$ cat src/rtl/cpu_consts.svh
`ifndef CPU_CONSTS_SVH
`define CPU_CONSTS_SVH

// word and register file size
`define CPU_DATA_W      16
`define CPU_REG_COUNT   8

// pc after reset
`define CPU_RESET_PC    16'h0000

// bit positions in the flag word
`define CPU_FLAG_GREATER   15
`define CPU_FLAG_LESSER    14
`define CPU_FLAG_EQUAL     13
`define CPU_FLAG_ZERO      12
`define CPU_FLAG_CARRY     11
`define CPU_FLAG_OVERFLOW  10
`define CPU_FLAG_DIVZERO   9
`define CPU_FLAG_NEGATIVE  6

// outchar colour adjustment
`define CPU_COLOR_STEP  16'h0F00

`endif

$ cat src/rtl/cpu_pkg.sv
`include "cpu_consts.svh"

package cpu_pkg;

   typedef logic [`CPU_DATA_W-1:0] word_t;
   typedef logic [$clog2(`CPU_REG_COUNT)-1:0] reg_idx_t;

   // instruction bits 15..10
   typedef enum logic [5:0] {
      LOAD    = 6'b110000,
      STORE   = 6'b110001,
      OUTCHAR = 6'b110010,
      MOV     = 6'b110011,
      LOADN   = 6'b111000,
      LOADI   = 6'b111100,
      STOREI  = 6'b111101,
      JMP     = 6'b000010
   } opcode_e;

   // instruction bits 9..6, code 15 left unnamed
   typedef enum logic [3:0] {
      ALWAYS, EQ, NE, ZERO, NOT_ZERO, CARRY, NOT_CARRY,
      GREATER, LESSER, GREATER_EQ, LESSER_EQ,
      OVERFLOW, NOT_OVERFLOW, NEGATIVE, DIV_ZERO
   } cond_e;

   typedef enum logic [2:0] {
      FETCH, DECODE, OPERAND, ADDRESS, ACCESS, FINISH
   } seq_state_e;

endpackage

$ cat src/rtl/register_file.sv
`timescale 1ns/1ps
`include "cpu_consts.svh"

module register_file (
   input  logic              wire_clock,
   input  logic              resetStage,
   input  cpu_pkg::reg_idx_t rd_a_idx,
   input  cpu_pkg::reg_idx_t rd_b_idx,
   output cpu_pkg::word_t    rd_a_data,
   output cpu_pkg::word_t    rd_b_data,
   input  logic              wr_en,
   input  cpu_pkg::reg_idx_t wr_idx,
   input  cpu_pkg::word_t    wr_data
);

   cpu_pkg::word_t regs [`CPU_REG_COUNT];

   always_ff @(posedge wire_clock) begin
      if (resetStage) begin
         for (int i = 0; i < `CPU_REG_COUNT; i++) begin
            regs[i] <= '0;
         end
      end else if (wr_en) begin
         regs[wr_idx] <= wr_data;
      end
   end

   // reads see the old value during a write cycle
   assign rd_a_data = regs[rd_a_idx];
   assign rd_b_data = regs[rd_b_idx];

endmodule

$ cat src/rtl/branch_condition.sv
`timescale 1ns/1ps
`include "cpu_consts.svh"

module branch_condition (
   input  cpu_pkg::cond_e cond,
   input  cpu_pkg::word_t flags,
   output logic           taken
);

   logic flag_greater;
   logic flag_lesser;
   logic flag_equal;
   logic flag_zero;
   logic flag_carry;
   logic flag_overflow;
   logic flag_divzero;
   logic flag_negative;

   assign flag_greater  = flags[`CPU_FLAG_GREATER];
   assign flag_lesser   = flags[`CPU_FLAG_LESSER];
   assign flag_equal    = flags[`CPU_FLAG_EQUAL];
   assign flag_zero     = flags[`CPU_FLAG_ZERO];
   assign flag_carry    = flags[`CPU_FLAG_CARRY];
   assign flag_overflow = flags[`CPU_FLAG_OVERFLOW];
   assign flag_divzero  = flags[`CPU_FLAG_DIVZERO];
   assign flag_negative = flags[`CPU_FLAG_NEGATIVE];

   always_comb begin
      case (cond)
         cpu_pkg::ALWAYS:       taken = 1'b1;
         cpu_pkg::EQ:           taken = flag_equal;
         cpu_pkg::NE:           taken = !flag_equal;
         cpu_pkg::ZERO:         taken = flag_zero;
         cpu_pkg::NOT_ZERO:     taken = !flag_zero;
         cpu_pkg::CARRY:        taken = flag_carry;
         cpu_pkg::NOT_CARRY:    taken = !flag_carry;
         cpu_pkg::GREATER:      taken = flag_greater;
         cpu_pkg::LESSER:       taken = flag_lesser;
         cpu_pkg::GREATER_EQ:   taken = flag_greater | flag_equal;
         cpu_pkg::LESSER_EQ:    taken = flag_lesser | flag_equal;
         cpu_pkg::OVERFLOW:     taken = flag_overflow;
         cpu_pkg::NOT_OVERFLOW: taken = !flag_overflow;
         cpu_pkg::NEGATIVE:     taken = flag_negative;
         cpu_pkg::DIV_ZERO:     taken = flag_divzero;
         // code 15
         default:               taken = 1'b0;
      endcase
   end

endmodule

$ cat src/rtl/video_port.sv
`timescale 1ns/1ps
`include "cpu_consts.svh"

module video_port (
   input  logic           wire_clock,
   input  logic           resetStage,
   input  logic           video_load,
   input  cpu_pkg::word_t load_pos,
   input  cpu_pkg::word_t load_char,
   output cpu_pkg::word_t video_pos,
   output cpu_pkg::word_t video_char,
   output logic           video_strobe
);

   cpu_pkg::word_t adj_char;

   // colour nibble 0 steps up, F steps down
   always_comb begin
      if (load_char[11:8] == 4'h0) begin
         adj_char = load_char + `CPU_COLOR_STEP;
      end else if (load_char[11:8] == 4'hF) begin
         adj_char = load_char - `CPU_COLOR_STEP;
      end else begin
         adj_char = load_char;
      end
   end

   always_ff @(posedge wire_clock) begin
      if (video_load) begin
         video_pos  <= load_pos;
         video_char <= adj_char;
      end
   end

   always_ff @(posedge wire_clock) begin
      if (resetStage) begin
         video_strobe <= 1'b0;
      end else begin
         video_strobe <= video_load;
      end
   end

endmodule

$ cat src/rtl/instruction_sequencer.sv
`timescale 1ns/1ps
`include "cpu_consts.svh"

module instruction_sequencer (
   input  logic              wire_clock,
   input  logic              resetStage,
   input  cpu_pkg::word_t    mem_rdata,
   output cpu_pkg::word_t    mem_addr,
   output cpu_pkg::word_t    mem_wdata,
   output logic              mem_write,
   output cpu_pkg::reg_idx_t rd_a_idx,
   output cpu_pkg::reg_idx_t rd_b_idx,
   input  cpu_pkg::word_t    rd_a_data,
   input  cpu_pkg::word_t    rd_b_data,
   output logic              wr_en,
   output cpu_pkg::reg_idx_t wr_idx,
   output cpu_pkg::word_t    wr_data,
   output cpu_pkg::cond_e    cond,
   input  logic              taken,
   output logic              video_load,
   output cpu_pkg::word_t    load_pos,
   output cpu_pkg::word_t    load_char
);

   cpu_pkg::seq_state_e state;
   cpu_pkg::word_t      pc;
   cpu_pkg::word_t      ir;
   cpu_pkg::word_t      addr_reg;
   cpu_pkg::word_t      pc_inc;
   cpu_pkg::word_t      pc_next;
   cpu_pkg::opcode_e    op;
   cpu_pkg::opcode_e    fetch_op;

   assign op       = cpu_pkg::opcode_e'(ir[15:10]);
   assign fetch_op = cpu_pkg::opcode_e'(mem_rdata[15:10]);
   assign cond     = cpu_pkg::cond_e'(ir[9:6]);
   assign pc_inc   = pc + 1'b1;

   // in DECODE the instruction is still on the memory bus
   assign rd_a_idx = (state == cpu_pkg::DECODE) ? mem_rdata[9:7] : ir[9:7];
   assign rd_b_idx = (state == cpu_pkg::DECODE) ? mem_rdata[6:4] : ir[6:4];

   // jump target or operand skip
   always_comb begin
      case (op)
         cpu_pkg::LOADN: pc_next = pc_inc;
         cpu_pkg::JMP:   pc_next = taken ? mem_rdata : pc_inc;
         default:        pc_next = pc;
      endcase
   end

   always_ff @(posedge wire_clock) begin
      if (resetStage) begin
         state    <= cpu_pkg::FETCH;
         pc       <= `CPU_RESET_PC;
         mem_addr <= `CPU_RESET_PC;
      end else begin
         case (state)
            cpu_pkg::FETCH: begin
               state <= cpu_pkg::DECODE;
            end
            cpu_pkg::DECODE: begin
               pc    <= pc_inc;
               state <= cpu_pkg::OPERAND;
               case (fetch_op)
                  cpu_pkg::LOADI:  mem_addr <= rd_b_data;
                  cpu_pkg::STOREI: mem_addr <= rd_a_data;
                  default:         mem_addr <= pc_inc;
               endcase
            end
            cpu_pkg::OPERAND: begin
               case (op)
                  cpu_pkg::LOAD, cpu_pkg::STORE: begin
                     state <= cpu_pkg::ADDRESS;
                  end
                  cpu_pkg::OUTCHAR: begin
                     mem_addr <= pc;
                     state    <= cpu_pkg::FINISH;
                  end
                  default: begin
                     pc       <= pc_next;
                     mem_addr <= pc_next;
                     state    <= cpu_pkg::FETCH;
                  end
               endcase
            end
            cpu_pkg::ADDRESS: begin
               mem_addr <= addr_reg;
               state    <= cpu_pkg::ACCESS;
            end
            cpu_pkg::ACCESS: begin
               // step over the address word
               pc       <= pc_inc;
               mem_addr <= pc_inc;
               state    <= cpu_pkg::FETCH;
            end
            default: begin
               state <= cpu_pkg::FETCH;
            end
         endcase
      end
   end

   always_ff @(posedge wire_clock) begin
      if (state == cpu_pkg::DECODE) begin
         ir <= mem_rdata;
      end
      if (state == cpu_pkg::OPERAND) begin
         addr_reg <= mem_rdata;
      end
   end

   assign mem_write = ((state == cpu_pkg::ACCESS) && (op == cpu_pkg::STORE)) ||
                      ((state == cpu_pkg::OPERAND) && (op == cpu_pkg::STOREI));
   assign mem_wdata = (op == cpu_pkg::STOREI) ? rd_b_data : rd_a_data;

   assign wr_en = ((state == cpu_pkg::OPERAND) &&
                   ((op == cpu_pkg::LOADN) || (op == cpu_pkg::LOADI) ||
                    (op == cpu_pkg::MOV))) ||
                  ((state == cpu_pkg::ACCESS) && (op == cpu_pkg::LOAD));
   assign wr_idx  = ir[9:7];
   assign wr_data = (op == cpu_pkg::MOV) ? rd_b_data : mem_rdata;

   // position from ry, character from rx
   assign video_load = (state == cpu_pkg::OPERAND) && (op == cpu_pkg::OUTCHAR);
   assign load_pos   = rd_b_data;
   assign load_char  = rd_a_data;

endmodule

$ cat src/rtl/cpu_top.sv
`timescale 1ns/1ps

module cpu_top (
   input  logic           wire_clock,
   input  logic           resetStage,
   input  cpu_pkg::word_t mem_rdata,
   output cpu_pkg::word_t mem_addr,
   output cpu_pkg::word_t mem_wdata,
   output logic           mem_write,
   input  cpu_pkg::word_t flags,
   output cpu_pkg::word_t video_pos,
   output cpu_pkg::word_t video_char,
   output logic           video_strobe
);

   cpu_pkg::reg_idx_t rd_a_idx;
   cpu_pkg::reg_idx_t rd_b_idx;
   cpu_pkg::word_t    rd_a_data;
   cpu_pkg::word_t    rd_b_data;
   logic              wr_en;
   cpu_pkg::reg_idx_t wr_idx;
   cpu_pkg::word_t    wr_data;
   cpu_pkg::cond_e    cond;
   logic              taken;
   logic              video_load;
   cpu_pkg::word_t    load_pos;
   cpu_pkg::word_t    load_char;

   instruction_sequencer u_seq (
      .wire_clock(wire_clock), .resetStage(resetStage),
      .mem_rdata(mem_rdata), .mem_addr(mem_addr),
      .mem_wdata(mem_wdata), .mem_write(mem_write),
      .rd_a_idx(rd_a_idx), .rd_b_idx(rd_b_idx),
      .rd_a_data(rd_a_data), .rd_b_data(rd_b_data),
      .wr_en(wr_en), .wr_idx(wr_idx), .wr_data(wr_data),
      .cond(cond), .taken(taken),
      .video_load(video_load), .load_pos(load_pos), .load_char(load_char)
   );

   register_file u_regs (
      .wire_clock(wire_clock), .resetStage(resetStage),
      .rd_a_idx(rd_a_idx), .rd_b_idx(rd_b_idx),
      .rd_a_data(rd_a_data), .rd_b_data(rd_b_data),
      .wr_en(wr_en), .wr_idx(wr_idx), .wr_data(wr_data)
   );

   branch_condition u_branch (.cond(cond), .flags(flags), .taken(taken));

   video_port u_video (
      .wire_clock(wire_clock), .resetStage(resetStage),
      .video_load(video_load), .load_pos(load_pos), .load_char(load_char),
      .video_pos(video_pos), .video_char(video_char), .video_strobe(video_strobe)
   );

endmodule

$ cat config.mk
export PLATFORM = sky130hd
export DESIGN_NAME = cpu_top
export DESIGN_NICKNAME = d
export VERILOG_FILES = /design/src/rtl/cpu_pkg.sv /design/src/rtl/register_file.sv /design/src/rtl/branch_condition.sv /design/src/rtl/video_port.sv /design/src/rtl/instruction_sequencer.sv /design/src/rtl/cpu_top.sv
export VERILOG_INCLUDE_DIRS = /design/src /design/src/rtl
export SDC_FILE = /design/constraint.sdc
export NUM_CORES = 1
export LEC_CHECK = 0
export BUFFER_PORTS_ARGS = -buffer_cell sky130_fd_sc_hd__buf_2
export CAP_MARGIN = 0
export CELL_PAD_IN_SITES_DETAIL_PLACEMENT = 0
export CELL_PAD_IN_SITES_GLOBAL_PLACEMENT = 1
export CORE_UTILIZATION = 49
export CTS_CLUSTER_DIAMETER = 50
export DETAILED_ROUTE_END_ITERATION = 7
export PLACE_DENSITY = 0.84
export SYNTH_ARGS = -nofsm -noshare
export SYNTH_HDL_FRONTEND = slang
export SYNTH_SLANG_ARGS = --single-unit
$ cat constraint.sdc
create_clock -name wire_clock -period 4.6 [get_ports wire_clock]
set_input_delay 1.15 -clock wire_clock [delete_from_list [all_inputs] [get_ports wire_clock]]
set_output_delay 1.15 -clock wire_clock [all_outputs]
set_load 0.02 [all_outputs]
==> results.yml, run 1 <==
routing:
  num_vias: 10191
  drt_iter0_drc: 1155
  viasPerCell: 6.22
  routedWlPerCell_um: 24.5
  antenna_left: 0
  drt_wl_total_mm: 40.2
  firstDrtPassIters: 6
  drcViolationCount: 0
run:
  maxCapViolCount: 0
logic_synthesis:
  avgSynthCellArea_um2: 11.0
  synth.distinct_cells: 82
  synth_top_family_by_area: "multiplexers"
  synth_top_flop_cell: "edfxtp_1"
  muxShareOfSynthArea: 0.173
  yosys.area_share.simple: 0.138
  synth_compound_area_frac: 0.133
  synth-edff-count: 188
  ys_ff_latch: 224
  yosysWarnings: 0
  synthAdderAreaFrac: 0.00394
  synthCells: 1154
  synth_xor_xnor_area_share: 0.00964
  yosysTopAreaCell: "edfxtp_1"
  synthTopCellsByArea: "edfxtp_1, mux2i_1, mux4_2"
  ys_seq_area_frac: 0.501
  syn_nets: 1192
  synth-async-reset-ratio: 0
  synth_top_area_share: 0.444
  synth_area_mm2: 0.0127
critical_path:
  required_ns: 3.45
  cp.depth: 8
  critPathMostFrequentCell: "buf_4"
  crit_buf_inv: 4
  crit_fanout: 16
  critPathLaunchType: "flip-flop"
  worstSetupPathType: "flip-flop to primary output"
  critPathSlowestCell: "mux2i_1"
  path_cells: "or3b_4, inv_8, buf_4, mux2i_2, buf_4, mux2i_1, a21oi_1, buf_2"
  crit_family: "buffers and inverters"
  worstRegToRegCells: 8
  cp.arrival_ns: 3.32
  critical-path-max-stage-delay_ns: 0.49
  critPathCaptureType: "primary output"
sta:
  max_slew_margin: 0.438
  layout_setup_ws_ns: 0.132
  final_hold_viol_count: 0
  min_period_ns: 4.47
  maxSlewViolCount: 0
  setup_viol_count_final: 0
  fmax_ghz: 0.224
  fin_crit_sh: 0.971
  rsz0062_at_grt: "false"
  fin_tns_setup_ns: 0
  tightestPinTransition_ns: 0.841
  finClkSkew_ns: 0.0292
grt:
  gr-total-overflow: 0
  grt_pass1_vias: 9736
  track_usage: 0.302
  grt_pass1_wl_mm: 59.2
  antenna_found_initial: 0
  grt_max_degree: 41
clock_tree:
  h-tree-depth: 1
  cts_root_buffer: "clkbuf_16"
  clock_latency_ns: 0.56
  ctsHoldBuffers: 0
  numCtsBuffers: 28
  clkTransAtPathRegs_ns: 0.06
  cts_sinks: 224
  cts_tree: "built"
  clockBufferDepth: 3
min_path:
  hp-class: "flip-flop to flip-flop"
  whs_path_depth: 2
floorplanning:
  die_y_um: 163
  start_util: 0.502
  die-width_um: 163
  fp.coreArea_mm2: 0.0253
  die_area_mm2: 0.0266
  ios: 100
  rows: 58
power_and_ir_drop:
  pwr_density_cell_mw_per_mm2: 393
  ir_worst_vdd_mv: 0.237
  leakage_nw: 5.85
finish:
  fin_nets: 1324
  largest_reg_flops: 128
  diodes: 0
  top_register: "u_regs.regs"
  syn_to_final_growth_pct: 17.1
  drive_above_1_share: 0.229
placement:
  hpwl_mm: 28.2
  gp_congestion: 0.937
  place_ws_ns: 0.209
  io_buffers: 91
run_status:
  run_status: "finished, final reports clean"
[final timing paths]
path,from,endpoint,slack [ns]
setup / recovery,u_seq.state[1]$_SDFF_PP0_,mem_wdata[8],0.13
hold / removal,u_seq.mem_addr[2]$_SDFFE_PP0P_,u_seq.mem_addr[2]$_SDFFE_PP0P_,0.47
setup reg to reg,u_seq.state[1]$_SDFF_PP0_,u_regs.regs[0][9]$_SDFFCE_PN0P_,0.92
hold reg to reg,u_seq.mem_addr[2]$_SDFFE_PP0P_,u_seq.mem_addr[2]$_SDFFE_PP0P_,0.47
[synth_stat cells, types with 4 or more instances]
cell / count
nor3_1: 17
and2_1: 14
o211ai_1: 8
mux2_2: 9
buf_4: 4
edfxtp_1: 188
nand2b_1: 8
a31oi_1: 7
mux4_2: 34
o21bai_1: 4
buf_2: 14
a221oi_1: 12
a21oi_1: 68
a221o_1: 4
xnor2_1: 10
clkbuf_1: 43
mux2i_4: 4
o21ai_0: 40
o22ai_1: 4
inv_1: 33
a211oi_1: 24
and3_1: 7
mux2i_1: 118
nand2_1: 77
a211o_1: 5
dfxtp_1: 36
a22oi_1: 11
nor2b_1: 19
nor2_1: 198
xor2_1: 4
ha_1: 4
a311oi_1: 4
o21a_1: 8
a32oi_1: 4
buf_6: 9
nor4_1: 5
nand3_1: 18
nor4b_1: 4
[power breakdown]
part	switching, mW	leakage [nW]	internal, mW
clock network	0.906	0.439	1.25
logic	0.799	3.25	0.523
registers	0.0715	2.16	2.30
[cell usage in the layout, fill, tap and decap left out, drive strengths merged, types with 27 or more instances in the layout]
cell / synthesis / layout
a211oi: 27 / 27
a21oi: 69 / 69
buf: 30 / 174
clkbuf: 43 / 32
dfxtp: 36 / 36
edfxtp: 188 / 188
inv: 36 / 40
mux2i: 125 / 125
mux4: 34 / 34
nand2: 77 / 77
nor2: 198 / 198
o21ai: 43 / 43
[routing by layer]
| metal | share of wire | track usage |
|---|---|---|
| met5 | 0 | 0 |
| met4 | 0.042 | 0.136 |
| met3 | 0.086 | 0.0467 |
| met2 | 0.49 | 0.509 |
| met1 | 0.38 | 0.385 |
[through the flow]
stage	cells	hold WS (ns)	total power, mW	util	area [um2]
after floorplan	1154	0.490	3.24	-	12700
after CTS	1634	0.478	5.84	0.585	14800
after detailed placement	1582	0.469	3.69	0.549	13900
final	1638	0.472	5.85	0.588	14900
after global routing	1638	0.497	6.04	0.588	14900
after global placement	1582	0.465	3.67	0.549	13900
[layout make-up]
type | count | area [um2]
Clock buffer | 31 | 712
Clock inverter | 21 | 205
Multi-Input combinational cell | 820 | 5870
Inverter | 37 | 146
Sequential cell | 224 | 6370
Timing Repair Buffer | 175 | 1180
Fill cell | 2111 | 10400
Tap cell | 330 | 413
[worst min-delay path, cell delays in order, from the launching register on]
cell and delay, ns:
dfxtp_1 0.32, nand2_1 0.05, o21ai_1 0.05
[kinds of logic after synthesis]
family                   Yosys count
AO/OA/AOI/OAI                    245
XOR/XNOR                          14
AND/OR/NAND/NOR                  388
flip-flops                       224
multiplexers                     169
adder cells (fa/ha/maj)            4
buffers and inverters            110
[what timing repair did]
action | 4_1_cts | 5_1_grt
gates cloned | 0 | 1
setup endpoints to repair | 6 | 6
setup buffers | 0 | 3
pin swaps | 0 | 0
gates resized for setup | 1 | 4
No activity file was read; power rests on OpenSTA's default activity.
==> inputs of run 2 (changes only) <==
Settings changed: CORE_ASPECT_RATIO set to 1.75.
==> results.yml, run 2 (synthesized netlist as in run 1, its figures left out) <==
run_status:
  run_status: "complete, but fails checks"
  violations: "max-capacitance violations, max-slew violations"
sta:
  finClkSkew_ns: 0.0139
  tightestPinTransition_ns: 1.49
  maxSlewViolCount: 1
  fmax_ghz: 0.220
  max_slew_margin: -0.0105
  fin_crit_sh: 0.987
  min_period_ns: 4.54
  final_hold_viol_count: 0
  setup_viol_count_final: 0
finish:
  final_cell_mix: "nor2_1, edfxtp_1, mux2i_1, buf_2, nand2_1"
  diodes: 0
  regArea_mm2: 0.00637
  fill_cells: 2128
  fin_cells: 1606
  top_register: "u_regs.regs"
  largest_reg_flops: 128
  mostFrequentLayoutCell: "nor2_1"
  syn_to_final_growth_pct: 16.2
  fin_nets: 1312
  drive_above_1_share: 0.226
  multi_input_area_mm2: 0.00589
grt:
  grt_max_degree: 46
  track_usage: 0.326
  grt_pass1_wl_mm: 62.4
  gr-total-overflow: 0
  antenna_found_initial: 0
  grt_pass1_vias: 10321
floorplanning:
  die_area_mm2: 0.0266
  ios: 100
  rows: 77
  fp.coreArea_mm2: 0.0253
  die-width_um: 124
  start_util: 0.502
  die_y_um: 215
critical_path:
  critPathCaptureType: "primary output"
  required_ns: 3.45
  worstRegToRegCells: 8
  reg2reg_slack_ns: 0.59
  critPathLaunchType: "flip-flop"
  crit_fanout: 11
  worstSetupPathType: "flip-flop to primary output"
  cp.arrival_ns: 3.39
routing:
  drt_wl_total_mm: 42.8
  antenna_left: 0
  drt_iter0_drc: 992
  viasPerCell: 6.43
  drcViolationCount: 0
  num_vias: 10319
  firstDrtPassIters: 5
  routedWlPerCell_um: 26.6
placement:
  gp_congestion: 1.00
  hpwl_mm: 30.0
  placedCellCount: 1556
  io_buffers: 91
power_and_ir_drop:
  totalPowerFinal_mw: 5.75
  pwr_density_cell_mw_per_mm2: 389
  leakage_nw: 5.78
  ir_worst_vdd_mv: 0.308
clock_tree:
  numCtsBuffers: 23
  clock_latency_ns: 0.53
  clkTransAtPathRegs_ns: 0.07
  clockBufferDepth: 3
  cts_tree: "built"
  ctsHoldBuffers: 0
  cts_sinks: 224
  cts_root_buffer: "clkbuf_16"
  h-tree-depth: 1
min_path:
  hp-class: "flip-flop to flip-flop"
  whs_path_depth: 2
run:
  maxCapViolCount: 1
[run 2: changes by cell type in the layout (fill, tap and decap cells not counted), moves of 2 or more]
cell,previous run,this run
buf_4,77,66
clkinv_1,5,1
clkbuf_16,29,26
clkinv_4,5,2
a21oi_1,67,65
a21oi_2,2,4
bufinv_16,2,4
nor3_1,17,15
nor3_2,0,2
[run 2: path summary, 6_finish.rpt]
path | end | from
hold / removal | u_seq.mem_addr[10]$_SDFFE_PP0P_ | u_seq.mem_addr[10]$_SDFFE_PP0P_
setup / recovery | mem_wdata[12] | u_seq.state[1]$_SDFF_PP0_
setup reg to reg | u_seq.mem_addr[11]$_SDFFE_PP0P_ | u_seq.ir[9]$_DFFE_PP_
hold reg to reg | u_seq.mem_addr[10]$_SDFFE_PP0P_ | u_seq.mem_addr[10]$_SDFFE_PP0P_
[run 2: through the flow]
step	cell area, um2	setup TNS, ns	setup slack (ns)	utilization	hold WS (ns)
after floorplan	12700	0	0.469	-	0.490
after global placement	13800	0	0.229	0.544	0.475
after detailed placement	13800	0	0.209	0.544	0.464
after CTS	14600	0	0.0388	0.576	0.474
after global routing	14800	-0.00664	-0.00664	0.583	0.500
final	14800	0	0.0619	0.583	0.483
[run 2: timing repair]
item / in CTS / in global routing
gates resized for setup: 2 / 6
cloned: 0 / 4
endpoints found under the setup margin: 2 / 12
buffers inserted: 0 / 5
[run 2: report_power, final]
group	switching [mW]	internal [mW]
sequential	0.0808	2.30
clock	0.867	1.17
combinational	0.807	0.528
total	1.75	4.00
[run 2: area by class of cell]
| type | count | area share |
|---|---|---|
| Clock inverter | 16 | 0.0151 |
| Tap cell | 316 | 0.0268 |
| Sequential cell | 224 | 0.431 |
| Multi-Input combinational cell | 820 | 0.398 |
| Timing Repair Buffer | 168 | 0.0797 |
| Inverter | 37 | 0.00991 |
| Clock buffer | 25 | 0.0395 |
[run 2: per-layer routing]
metal	GRT usage	wire length, um	share of wire	vias to the layer above
li1	-	-	-	4588
met4	0.247	3500	0.082	0
met3	0.0632	3030	0.071	191
met1	0.342	14400	0.34	5024
met5	0	0	0	-
met2	0.559	21900	0.51	516
[run 2: critical path, stage by stage (launching register included)]
cell and delay (ns):
dfxtp_2 0.37, or3b_1 0.40, buf_4 0.23, inv_8 0.14
mux2i_4 0.31, buf_12 0.17, clkbuf_16 0.17, mux2i_1 0.08
mux2i_1 0.32, mux2i_2 0.14, mux2i_1 0.28, buf_2 0.23
==> inputs of run 3 (changes only) <==
Settings changed: CORE_MARGIN set to 1, RECOVER_POWER set to 100.
==> results.yml, run 3 (synthesized netlist as in run 1, its figures left out) <==
floorplanning:
  ios: 100
  die_area_mm2: 0.0266
  rows: 77
  start_util: 0.502
  die_y_um: 215
  die-width_um: 124
  fp.coreArea_mm2: 0.0253
power_and_ir_drop:
  internal_power_mw: 3.99
  p_sw_mw: 1.76
  seqPwrFrac: 0.414
  totalPowerFinal_mw: 5.75
  leakage_nw: 5.73
  sw_frac_of_total: 0.305
  comb_power_share: 0.232
  ir_worst_vdd_mv: 0.306
  p_clk_frac: 0.354
  pwr_density_cell_mw_per_mm2: 390
sta:
  finClkSkew_ns: 0.0133
  maxSlewViolCount: 1
  setup_viol_count_final: 0
  layout_setup_ws_ns: 0.0613
  fmax_ghz: 0.220
  min_period_ns: 4.54
  fin_crit_sh: 0.987
  final_hold_viol_count: 0
  hold_slack_ns: 0.479
  tightestPinTransition_ns: 1.50
  fin_tns_setup_ns: 0
  max_slew_margin: -0.0130
run_status:
  run_status: "complete, but fails checks"
  violations: "max-capacitance violations, max-slew violations"
critical_path:
  critPathLaunchType: "flip-flop"
  worstSetupPathType: "flip-flop to primary output"
  required_ns: 3.45
  cp.arrival_ns: 3.39
  critPathCaptureType: "primary output"
  crit_fanout: 11
routing:
  firstDrtPassIters: 5
  top_layer: "met4"
  routedWlPerCell_um: 26.7
  drt-met1-wl_mm: 14.4
  drcViolationCount: 0
  drt_wl_total_mm: 42.8
  wl_met2_mm: 21.8
  viasPerCell: 6.43
  wl_met3_mm: 3.03
  antenna_left: 0
  num_vias: 10321
  drt_iter0_drc: 1061
finish:
  drive_above_1_share: 0.212
  largest_reg_flops: 128
  diodes: 0
  syn_to_final_growth_pct: 16.0
  final_cell_mix: "nor2_1, edfxtp_1, mux2i_1, nand2_1, buf_2"
  top_register: "u_regs.regs"
  mostFrequentLayoutCell: "nor2_1"
  fin_nets: 1312
placement:
  io_buffers: 91
  hpwl_mm: 30.0
  gp_congestion: 1.00
  place_ws_ns: 0.209
clock_tree:
  h-tree-depth: 1
  ctsHoldBuffers: 0
  numCtsBuffers: 23
  cts_root_buffer: "clkbuf_16"
  cts_tree: "built"
  clockBufferDepth: 3
  clock_latency_ns: 0.53
  clkTransAtPathRegs_ns: 0.07
  cts_sinks: 224
grt:
  grt_pass1_wl_mm: 62.4
  antenna_found_initial: 0
  track_usage: 0.326
  grt_max_degree: 46
  gr-total-overflow: 0
  grt_pass1_vias: 10321
run:
  maxCapViolCount: 1
min_path:
  hp-class: "flip-flop to flip-flop"
run 3: cell count changes in the layout (fill, tap and decap cells not counted), sizes merged:
cell	previous run	this run
clkbuf	28	45
buf	165	148
run 3: worst paths after layout:
| check | startpoint | to | slack (ns) | cells after the start |
|---|---|---|---|---|
| max | u_seq.state[1]$_SDFF_PP0_ | mem_wdata[12] | 0.06 | 11 |
| max reg2reg | u_seq.state[1]$_SDFF_PP0_ | u_video.video_char[13]$_DFFE_PP_ | 0.60 | 16 |
| min | u_seq.mem_addr[10]$_SDFFE_PP0P_ | u_seq.mem_addr[10]$_SDFFE_PP0P_ | 0.48 | 2 |
| min reg2reg | u_seq.mem_addr[10]$_SDFFE_PP0P_ | u_seq.mem_addr[10]$_SDFFE_PP0P_ | 0.48 | 2 |
run 3: through the flow:
step / util / std cells / area (um2)
2_1_floorplan: - / 1154 / 12700
3_3_place_gp: 0.544 / 1556 / 13800
3_5_place_dp: 0.544 / 1556 / 13800
4_1_cts: 0.576 / 1597 / 14600
5_1_grt: 0.582 / 1606 / 14800
6_report: 0.582 / 1606 / 14800
run 3: cell type report:
type,count,area (um2)
Clock inverter,16,223
Clock buffer,25,583
Sequential cell,224,6370
Inverter,37,146
Fill cell,2138,10600
Timing Repair Buffer,168,1150
Tap cell,316,395
Multi-Input combinational cell,820,5890
run 3: metal layers:
metal | vias up | track usage
met3 | 201 | 0.0632
met5 | - | 0
met4 | 0 | 0.247
met2 | 536 | 0.559
met1 | 4999 | 0.342
li1 | 4585 | -
run 3: power by group through the flow:
| stage | clock (mW) | combinational [mW] | sequential (mW) |
|---|---|---|---|
| after global routing | 2.11 | 1.40 | 2.39 |
| after global placement | 0 | 1.24 | 2.41 |
| after detailed placement | 0 | 1.26 | 2.42 |
| after floorplan | 0 | 0.833 | 2.41 |
| final | 2.03 | 1.33 | 2.38 |
| after CTS | 2.04 | 1.27 | 2.38 |
run 3: critical path, cell delays in order (launching register included):
cell,delay [ns]
dfxtp_2,0.38
or3b_1,0.40
buf_4,0.23
inv_8,0.14
mux2i_4,0.31
buf_12,0.17
clkbuf_16,0.17
mux2i_1,0.08
mux2i_1,0.32
mux2i_2,0.14
mux2i_1,0.28
buf_2,0.23
run 3: timing repair:
| item | CTS | global route |
|---|---|---|
| endpoints found under the setup margin | 2 | 12 |
| resized for setup | 2 | 6 |
| cloned | 0 | 4 |
| setup buffers | 0 | 5 |
